`src/common/dispatchPkg.sv`:
```
//------------------------------------------------------------
// shared definitions for the dispatch stage
// group width, checkpoint and register field widths
// back-end structure sizes and their count widths
// renamed, issue, active-list and LSQ packet structs
//------------------------------------------------------------
package dispatchPkg;

  localparam int DISPATCH_WIDTH      = 4;   // instructions per group
  localparam int DISPATCH_WIDTH_LOG  = $clog2(DISPATCH_WIDTH + 1);  // holds 0..4

  // branch checkpoints
  localparam int CHECKPOINTS         = 8;
  localparam int CHECKPOINTS_LOG     = 3;

  // register and instruction fields
  localparam int SIZE_PHYSICAL_LOG   = 7;
  localparam int SIZE_RMT_LOG        = 5;   // logical register id
  localparam int SIZE_PC             = 32;
  localparam int SIZE_IMMEDIATE      = 16;
  localparam int SIZE_OPCODE         = 8;
  localparam int INST_TYPES_LOG      = 2;
  localparam int LDST_TYPES_LOG      = 2;
  localparam int SIZE_CTI_LOG        = 2;

  // back-end structures, each count port is one bit wider than its log
  localparam int SIZE_LSQ            = 16;
  localparam int SIZE_LSQ_LOG        = 4;
  localparam int SIZE_ISSUEQ         = 32;
  localparam int SIZE_ISSUEQ_LOG     = 5;
  localparam int SIZE_ACTIVELIST     = 64;
  localparam int SIZE_ACTIVELIST_LOG = 6;

  typedef logic [CHECKPOINTS-1:0] branchMaskT;  // one bit per live checkpoint

  // instruction as it leaves rename
  typedef struct packed {
    logic [SIZE_RMT_LOG-1:0]      logDest;
    logic                         isCtrl;
    logic                         isStore;
    logic                         isLoad;
    branchMaskT                   branchMask;   // older unresolved branches
    logic [CHECKPOINTS_LOG-1:0]   ckptId;       // own checkpoint if isCtrl
    logic [SIZE_PHYSICAL_LOG-1:0] phySrc1;
    logic                         src1Valid;
    logic [SIZE_PHYSICAL_LOG-1:0] phySrc2;
    logic                         src2Valid;
    logic [SIZE_PHYSICAL_LOG-1:0] oldPhyDest;   // freed at retire
    logic                         oldDestValid;
    logic [SIZE_PHYSICAL_LOG-1:0] phyDest;
    logic                         destValid;
    logic [SIZE_IMMEDIATE-1:0]    immed;
    logic                         immedValid;
    logic [LDST_TYPES_LOG-1:0]    ldstType;
    logic [INST_TYPES_LOG-1:0]    instType;
    logic [SIZE_OPCODE-1:0]       opcode;
    logic [SIZE_PC-1:0]           nextPc;
    logic [SIZE_PC-1:0]           pc;
    logic [SIZE_CTI_LOG-1:0]      ctiTag;
  } renamedPktT;

  // issue queue entry
  // same layout as the renamed packet, only branchMask differs in value
  typedef renamedPktT issuePktT;

  // active list entry, enough to retire or roll back the mapping
  typedef struct packed {
    logic                         isLoad;
    logic                         isStore;
    logic [SIZE_PC-1:0]           pc;
    logic [SIZE_RMT_LOG-1:0]      logDest;
    logic [SIZE_PHYSICAL_LOG-1:0] phyDest;
    logic [SIZE_PHYSICAL_LOG-1:0] oldPhyDest;
    logic                         destValid;
  } alPktT;

  // load-store queue allocation info
  typedef struct packed {
    branchMaskT                   branchMask;
    logic                         isStore;
    logic                         isLoad;
  } lsqPktT;

endpackage

```
`src/hw/capacityCheck.sv`:
```
//------------------------------------------------------------
// group capacity check
// load and store counts over the dispatch group
// occupancy plus incoming against LQ, SQ, IQ and active list
//------------------------------------------------------------
module capacityCheck
  import dispatchPkg::*;
(
  input  logic                         clk,
  input  logic                         arstN_i,
  input  renamedPktT                   renamedPkt_i [DISPATCH_WIDTH],
  input  logic [SIZE_LSQ_LOG:0]        loadQueueCnt_i,
  input  logic [SIZE_LSQ_LOG:0]        storeQueueCnt_i,
  input  logic [SIZE_ISSUEQ_LOG:0]     issueQueueCnt_i,
  input  logic [SIZE_ACTIVELIST_LOG:0] activeListCnt_i,
  output logic                         stall_o
);

  logic [DISPATCH_WIDTH_LOG-1:0]    loadCnt;
  logic [DISPATCH_WIDTH_LOG-1:0]    storeCnt;

  // one extra bit so the sums cannot wrap
  logic [SIZE_LSQ_LOG+1:0]          loadSum;
  logic [SIZE_LSQ_LOG+1:0]          storeSum;
  logic [SIZE_ISSUEQ_LOG+1:0]       issueSum;
  logic [SIZE_ACTIVELIST_LOG+1:0]   alSum;

  always_comb
  begin
    loadCnt  = '0;
    storeCnt = '0;
    for (int i = 0; i < DISPATCH_WIDTH; i++)
    begin
      loadCnt  = loadCnt + DISPATCH_WIDTH_LOG'(renamedPkt_i[i].isLoad);
      storeCnt = storeCnt + DISPATCH_WIDTH_LOG'(renamedPkt_i[i].isStore);
    end
  end

  // LQ and SQ take only the memory ops, IQ and AL take every slot
  assign loadSum  = (SIZE_LSQ_LOG+2)'(loadQueueCnt_i) + (SIZE_LSQ_LOG+2)'(loadCnt);
  assign storeSum = (SIZE_LSQ_LOG+2)'(storeQueueCnt_i) + (SIZE_LSQ_LOG+2)'(storeCnt);
  assign issueSum = (SIZE_ISSUEQ_LOG+2)'(issueQueueCnt_i)
                  + (SIZE_ISSUEQ_LOG+2)'(DISPATCH_WIDTH);
  assign alSum    = (SIZE_ACTIVELIST_LOG+2)'(activeListCnt_i)
                  + (SIZE_ACTIVELIST_LOG+2)'(DISPATCH_WIDTH);

  assign stall_o = (loadSum  > (SIZE_LSQ_LOG+2)'(SIZE_LSQ))
                 | (storeSum > (SIZE_LSQ_LOG+2)'(SIZE_LSQ))
                 | (issueSum > (SIZE_ISSUEQ_LOG+2)'(SIZE_ISSUEQ))
                 | (alSum    > (SIZE_ACTIVELIST_LOG+2)'(SIZE_ACTIVELIST));

  // decode never marks an instruction as both load and store
  for (genvar g = 0; g < DISPATCH_WIDTH; g++)
  begin : gLdStExcl
    assert property (@(posedge clk) disable iff (!arstN_i)
      !(renamedPkt_i[g].isLoad && renamedPkt_i[g].isStore))
      else $error("capacityCheck: lane %0d is both load and store", g);
  end

  // back-end counters stay within their structure
  assert property (@(posedge clk) disable iff (!arstN_i)
    (loadQueueCnt_i <= SIZE_LSQ) && (storeQueueCnt_i <= SIZE_LSQ)
    && (issueQueueCnt_i <= SIZE_ISSUEQ) && (activeListCnt_i <= SIZE_ACTIVELIST))
    else $error("capacityCheck: occupancy count above structure size");

endmodule

```
`src/hw/dispatchLane.sv`:
```
//------------------------------------------------------------
// one dispatch lane
// clears the verified branch bit from the instruction mask
// splits the instruction into issue, active-list and LSQ packets
//------------------------------------------------------------
module dispatchLane
  import dispatchPkg::*;
(
  input  logic                       clk,
  input  logic                       arstN_i,
  input  logic                       ctrlVerified_i,     // branch resolved correctly
  input  logic [CHECKPOINTS_LOG-1:0] ctrlVerifiedId_i,
  input  renamedPktT                 renamedPkt_i,
  output issuePktT                   issuePkt_o,
  output alPktT                      alPkt_o,
  output lsqPktT                     lsqPkt_o,
  output branchMaskT                 updatedBranchMask_o
);

  branchMaskT clearMask;
  branchMaskT branchMask;

  // one-hot of the checkpoint being freed, empty when nothing verified
  assign clearMask  = ctrlVerified_i ? (branchMaskT'(1) << ctrlVerifiedId_i) : '0;
  assign branchMask = renamedPkt_i.branchMask & ~clearMask;

  // a stalled group stays in the pipeline register, so it needs the new mask too
  assign updatedBranchMask_o = branchMask;

  always_comb
  begin
    issuePkt_o            = renamedPkt_i;
    issuePkt_o.branchMask = branchMask;  // only field that changes
  end

  always_comb
  begin
    alPkt_o.isLoad     = renamedPkt_i.isLoad;
    alPkt_o.isStore    = renamedPkt_i.isStore;
    alPkt_o.pc         = renamedPkt_i.pc;
    alPkt_o.logDest    = renamedPkt_i.logDest;
    alPkt_o.phyDest    = renamedPkt_i.phyDest;
    alPkt_o.oldPhyDest = renamedPkt_i.oldPhyDest;  // released at commit
    alPkt_o.destValid  = renamedPkt_i.destValid;
  end

  // LSQ needs the mask to squash on a mispredict
  always_comb
  begin
    lsqPkt_o.branchMask = branchMask;
    lsqPkt_o.isStore    = renamedPkt_i.isStore;
    lsqPkt_o.isLoad     = renamedPkt_i.isLoad;
  end

  // the mask lists older branches only, never the instruction's own checkpoint
  assert property (@(posedge clk) disable iff (!arstN_i)
    renamedPkt_i.isCtrl |-> !renamedPkt_i.branchMask[renamedPkt_i.ckptId])
    else $error("dispatchLane: control instruction carries its own checkpoint bit");

endmodule

```
`src/hw/dispatch.sv`:
```
//------------------------------------------------------------
// dispatch stage top
// four dispatch lanes, one per instruction in the group
// group capacity check against LQ, SQ, IQ and active list
// back-end ready and front-end stall levels
//------------------------------------------------------------
module dispatch
  import dispatchPkg::*;
(
  input  logic                         clk,
  input  logic                         arstN_i,
  input  logic                         renameReady_i,    // rename holds a full group
  input  logic                         flagRecoverEX_i,  // misprediction recovery
  input  logic                         ctrlVerified_i,
  input  logic [CHECKPOINTS_LOG-1:0]   ctrlVerifiedId_i,
  input  renamedPktT                   renamedPkt_i [DISPATCH_WIDTH],

  // current occupancy of each back-end structure
  input  logic [SIZE_LSQ_LOG:0]        loadQueueCnt_i,
  input  logic [SIZE_LSQ_LOG:0]        storeQueueCnt_i,
  input  logic [SIZE_ISSUEQ_LOG:0]     issueQueueCnt_i,
  input  logic [SIZE_ACTIVELIST_LOG:0] activeListCnt_i,

  output issuePktT                     issuePkt_o [DISPATCH_WIDTH],
  output alPktT                        alPkt_o [DISPATCH_WIDTH],
  output lsqPktT                       lsqPkt_o [DISPATCH_WIDTH],
  // to rename/dispatch reg
  output branchMaskT                   updatedBranchMask_o [DISPATCH_WIDTH],

  output logic                         backEndReady_o,
  output logic                         stallFrontEnd_o
);

  logic groupStall;  // some structure cannot take the whole group

  // every lane sees the same verified checkpoint
  for (genvar g = 0; g < DISPATCH_WIDTH; g++)
  begin : gLane
    dispatchLane u_lane (
      .clk                 (clk),
      .arstN_i             (arstN_i),
      .ctrlVerified_i      (ctrlVerified_i),
      .ctrlVerifiedId_i    (ctrlVerifiedId_i),
      .renamedPkt_i        (renamedPkt_i[g]),
      .issuePkt_o          (issuePkt_o[g]),
      .alPkt_o             (alPkt_o[g]),
      .lsqPkt_o            (lsqPkt_o[g]),
      .updatedBranchMask_o (updatedBranchMask_o[g])
    );
  end

  capacityCheck u_capacityCheck (
    .clk             (clk),
    .arstN_i         (arstN_i),
    .renamedPkt_i    (renamedPkt_i),
    .loadQueueCnt_i  (loadQueueCnt_i),
    .storeQueueCnt_i (storeQueueCnt_i),
    .issueQueueCnt_i (issueQueueCnt_i),
    .activeListCnt_i (activeListCnt_i),
    .stall_o         (groupStall)
  );

  // the group is all or nothing, so a stall holds decode and rename too
  assign stallFrontEnd_o = groupStall;

  // sampled by rename and the queues at the next clock edge
  assign backEndReady_o  = ~groupStall & renameReady_i & ~flagRecoverEX_i;

endmodule

```
`config.mk`:
```
export PLATFORM = sky130hd
export DESIGN_NAME = dispatch
export DESIGN_NICKNAME = d
export VERILOG_FILES = /design/src/common/dispatchPkg.sv /design/src/hw/capacityCheck.sv /design/src/hw/dispatchLane.sv /design/src/hw/dispatch.sv
export SDC_FILE = /design/constraint.sdc
export NUM_CORES = 1
export LEC_CHECK = 0
export BUFFER_PORTS_ARGS = -buffer_cell sky130_fd_sc_hd__buf_2
export CELL_PAD_IN_SITES_DETAIL_PLACEMENT = 0
export CELL_PAD_IN_SITES_GLOBAL_PLACEMENT = 1
export CORE_AREA = 2 2 587 589
export DETAILED_ROUTE_END_ITERATION = 7
export DIE_AREA = 0 0 589 591
export PLACE_DENSITY = 0.3
export SLEW_MARGIN = 20
export SYNTH_ARGS = -nofsm -noshare
export SYNTH_HDL_FRONTEND = slang
export SYNTH_HIERARCHICAL = 1
export SYNTH_SLANG_ARGS = --single-unit
```
`constraint.sdc`:
```
create_clock -name vclk -period 2.86
set_input_delay 0.286 -clock vclk [all_inputs]
set_output_delay 0.286 -clock vclk [all_outputs]
set_load 0.05 [all_outputs]
```
== Word level (Yosys, flattened, before mapping) ==
Cells that the tools add are included.

* Muxes and demuxes: 1
* $lt $le $gt $ge: 4
* Add/subtract/negate cells: 10
* Shifts and indexed selects: 1
* Bitwise logic cells: 12

{| class="wikitable"
|+ Operator list
! cell !! count
|-
| 8-bit bitwise AND || 4
|-
| 3-bit by 1-bit adder with 3-bit output || 4
|-
| 5-bit by 3-bit adder with 6-bit output || 2
|-
| 6-bit by 5-bit > comparator with 1-bit output, second input constant || 2
|-
| 7-bit by 3-bit adder with 8-bit output, second input constant || 1
|-
| 8-bit by 7-bit > comparator with 1-bit output, second input constant || 1
|-
| 8-bit two-way mux || 1
|-
| 8-bit NOT || 1
|-
| 1-bit by 3-bit left shift with 8-bit output, first input constant || 1
|-
| 6-bit by 3-bit adder with 7-bit output, second input constant || 1
|-
| 7-bit by 6-bit > comparator with 1-bit output, second input constant || 1
|-
| 1-bit by 1-bit adder with 2-bit output || 2
|-
| 1-bit OR || 3
|-
| 1-bit bitwise AND || 2
|-
| 1-bit NOT || 2
|}

* Register bits: 0

== Longest topological paths before layout ==
* Depth in word-level cells: 11
* Gate-level depth with buffers: 9

== By module ==
The synthesis kept the hierarchy.

{| class="wikitable"
|+ Modules (own cells, without submodules)
! module !! cells an instance !! area each (um^2) !! instances !! sequential area each (um^2)
|-
| dispatchLane || 223 || 1674.1 || 4 || 0.0
|-
| capacityCheck || 45 || 362.8 || 1 || 0.0
|-
| dispatch || 1 || 12.5 || 1 || 0.0
|}

== Worst setup path before layout ==
No wires, ideal clock.

* Path type: input to output
* Start point: input port renamedPkt_i[138] (netlist name)
* End point: output port backEndReady_o
* Path slack: -0.563 ns
* Data arrival time: 3.137 ns
* Path buffers: 0
* Stages on the path: 9
* Path through: fa_1 -> fa_1 -> inv_1 -> fa_1 -> nor2b_1 -> nand3b_1 -> a21oi_1 -> o311ai_2 -> nor3b_2

* Cells in the longest elaborated chain, start to end: 9

{| class="wikitable"
|+ RTL lines
! what !! line !! RTL
|-
| from (decl) || dispatch.sv:16 || <nowiki>input renamedPktT renamedPkt_i [DISPATCH_WIDTH],</nowiki>
|-
| 3-bit by 1-bit adder with 3-bit output || capacityCheck.sv:34 || <nowiki>loadCnt = loadCnt + DISPATCH_WIDTH_LOG'(renamedPkt_i[i].isLoad);</nowiki>
|-
| 5-bit by 3-bit adder with 6-bit output || capacityCheck.sv:40 || <nowiki>assign loadSum = (SIZE_LSQ_LOG+2)'(loadQueueCnt_i) + (SIZE_LSQ_LOG+2)'(loadCnt);</nowiki>
|-
| 6-bit by 5-bit > comparator with 1-bit output || capacityCheck.sv:47 || <nowiki>assign stall_o = (loadSum > (SIZE_LSQ_LOG+2)'(SIZE_LSQ))</nowiki>
|-
| 1-bit OR || capacityCheck.sv:48 || <nowiki>| (storeSum > (SIZE_LSQ_LOG+2)'(SIZE_LSQ))</nowiki>
|-
| 1-bit OR || capacityCheck.sv:49 || <nowiki>| (issueSum > (SIZE_ISSUEQ_LOG+2)'(SIZE_ISSUEQ))</nowiki>
|-
| 1-bit OR || capacityCheck.sv:50 || <nowiki>| (alSum > (SIZE_ACTIVELIST_LOG+2)'(SIZE_ACTIVELIST));</nowiki>
|-
| named net stallFrontEnd_o || dispatch.sv:31 || <nowiki>output logic stallFrontEnd_o</nowiki>
|-
| 1-bit NOT || dispatch.sv:67 || <nowiki>assign backEndReady_o = ~groupStall & renameReady_i & ~flagRecoverEX_i;</nowiki>
|-
| 1-bit bitwise AND (2 in series) || dispatch.sv:67 ||
|-
| to (decl) || dispatch.sv:30 || <nowiki>output logic backEndReady_o,</nowiki>
|}

The timed path passes the listed nets, and every way through them passes these cells.

== Worst setup path after layout ==
* Start point: input port renamedPkt_i[139] (netlist name)
* End point: output port backEndReady_o

* Cells in the longest elaborated chain, start to end: 9

{| class="wikitable"
|+ RTL lines
! what !! line !! RTL
|-
| 3-bit by 1-bit adder with 3-bit output || capacityCheck.sv:35 || <nowiki>storeCnt = storeCnt + DISPATCH_WIDTH_LOG'(renamedPkt_i[i].isStore);</nowiki>
|-
| 5-bit by 3-bit adder with 6-bit output || capacityCheck.sv:41 || <nowiki>assign storeSum = (SIZE_LSQ_LOG+2)'(storeQueueCnt_i) + (SIZE_LSQ_LOG+2)'(storeCnt);</nowiki>
|-
| 6-bit by 5-bit > comparator with 1-bit output || capacityCheck.sv:48 ||
|-
| 1-bit OR || capacityCheck.sv:48 ||
|-
| 1-bit OR || capacityCheck.sv:49 ||
|-
| 1-bit OR || capacityCheck.sv:50 ||
|-
| 1-bit NOT || dispatch.sv:67 ||
|-
| 1-bit bitwise AND (2 in series) || dispatch.sv:67 ||
|}

Every way passes these cells.

==> metrics.yaml <==
critical_path:
  timing.critical_path.cells: "buf_2, fa_1, fa_1, inv_1, fa_1, nand2b_1, o2111ai_1, o2bb2ai_2, o311ai_4, buf_12, nor3b_4, buf_12"
  critPathSlowestCell: "fa_1"
  critPathKind: "in2out"
  critical_path_required_ns: 2.57
  cp.arrival_ns: 2.86
  crit_buf_inv: 4
  max_stage_delay_ns: 0.55
  path_max_fanout: 2
  cp_common_cell: "fa_1"
  cp-end-kind: "primary output"
  critPathTopFamily: "adder cells"
  start_kind: "input port"
synth:
  syn-cell-area_sq_um: 7070
  yosysSeqAreaShare_pct: 0
  yosysUniqueCellTypes: 26
  avgSynthCellArea_sq_um: 7.54
  yosys_warnings: 6
  syn_inst: 938
  synthesis.nets: 1561
placement:
  dp_cells: 4863
  io_buffers: 191
  place_congestion: 0.729
  dp_hpwl_mm: 180
cells_and_area:
  drive_above_1_share_pct: 77.0
  nClkBuffers: 0
  fillCellCount: 40900
  final-seq-area_sq_um: 0
  final_util_pct: 2.26
  seq_cells: 0
  final_cell_mix: "buf_2 (184), buf_4 (21), o31a_1 (17), inv_1 (12), nand2_1 (10)"
  syn_to_final_growth_pct: 9.24
  finalNonFillerCells: 4878
  fin_nets: 934
  layout_commonest_cell: "buf_2"
timing:
  period_share_pct: 110
  worstMarginPinSlew_ns: 1.07
  setup_viol: 2
  layout_setup_ws_ns: -0.287
  rsz0062_at_grt: "true"
  min_period_ns: 3.15
  drv_slew: 0
  slew-limit-headroom_pct: 28.6
  holdWs_ns: 0.572
  max_freq_mhz: 318
  hold_violations: 0
  finalSetupTns_ns: -0.503
min_path:
  hold_path_class: "in2out"
detailed_routing:
  drt_first_iter_violations: 287
  vias: 3644
  vias_per_cell: 0.747
  drt_pass1_iterations: 4
  ant_nets: 0
  routed_wl_mm: 187
  wl_per_cell_microns: 38.4
  drcViolationCount: 0
run:
  cap_violations: 0
global_routing:
  grt_use_total_pct: 10.3
  grt_max_degree: 25
  grt_pass1_wl_mm: 197
  grt_pass1_vias: 3410
  antenna_found_initial: 32
  grt-ovfl-total: 0
floorplan:
  rows: 215
  design.core.area_sq_um: 342000
  die_x_microns: 589
  die_area_sq_um: 348000
  start_util_pct: 2.07
  die_y_microns: 591
  io_pins: 1489
outcome:
  status: "finished with violations"
  violations: "setup timing"
-- per-stage QoR --
step | instance area, sq um | setup WS (ns)
3_3_place_gp | 7620 | -0.430
3_5_place_dp | 7620 | -0.485
5_1_grt | 7690 | -0.412
2_1_floorplan | 7110 | -0.229
6_report | 7720 | -0.287
4_1_cts | 7660 | -0.287
-- what timing repair did --
action                                  in CTS  in global routing
pin swaps                                    3                  0
cloned                                       0                  0
hold buffers                                 0                  0
buffers inserted                             1                  2
endpoints found under the setup margin       4                  2
resized for setup                            6                  6
-- cell type report --
| class | count | area [sq um] | share of cell area (%) |
|---|---|---|---|
| Inverter | 17 | 63.8 | 0.826 |
| Multi-Input combinational cell | 81 | 753 | 9.75 |
| Tap cell | 4557 | 5700 | 73.8 |
| Antenna cell | 12 | 30.0 | 0.389 |
| Timing Repair Buffer | 211 | 1180 | 15.2 |
-- worst paths after layout --
| path | slack, ns | end | depth (start not counted) | from |
|---|---|---|---|---|
| max | -0.29 | backEndReady_o | 12 | renamedPkt_i[139] |
| min | 0.57 | issuePkt_o[209] | 0 | renamedPkt_i[209] |
-- cells by family after synthesis --
kind of cell               share of synthesized area [%]
AOI/OAI and AO/OA                                   5.38
buffers and inverters                               90.1
adders and majority gates                           2.05
and+or+nand+nor                                     2.49
-- cells in the mapped netlist --
master / n / area [sq um]
inv_1: 13 / 48.8
o41ai_2: 1 / 16.3
nand2b_4: 4 / 55.1
nand2b_1: 2 / 12.5
o2bb2ai_1: 1 / 8.76
fa_1: 6 / 120
inv_2: 4 / 15.0
nand3_1: 3 / 15.0
o311ai_2: 1 / 16.3
o2111ai_1: 2 / 17.5
nand3b_1: 2 / 15.0
ha_1: 2 / 25.0
o31a_1: 20 / 175
a31oi_1: 2 / 12.5
nor2b_1: 1 / 6.26
nand2_1: 10 / 37.5
o21a_1: 8 / 60.1
o31a_2: 4 / 40.0
buf_4: 840 / 6310
nand4_1: 1 / 6.26
o21ai_0: 2 / 10.0
nor3_1: 1 / 5.00
nor2_1: 3 / 11.3
a21oi_2: 1 / 8.76
nor3b_2: 1 / 12.5
a21oi_1: 3 / 15.0
-- routing by layer --
metal / vias to the layer above / global-route usage, % / share of wire [%]
li1: 820 / - / -
met1: 1191 / 3.61 / 12
met2: 1273 / 15.3 / 42
met3: 342 / 18.9 / 39
met4: 18 / 5.40 / 6.5
met5: - / 1.31 / 0.36
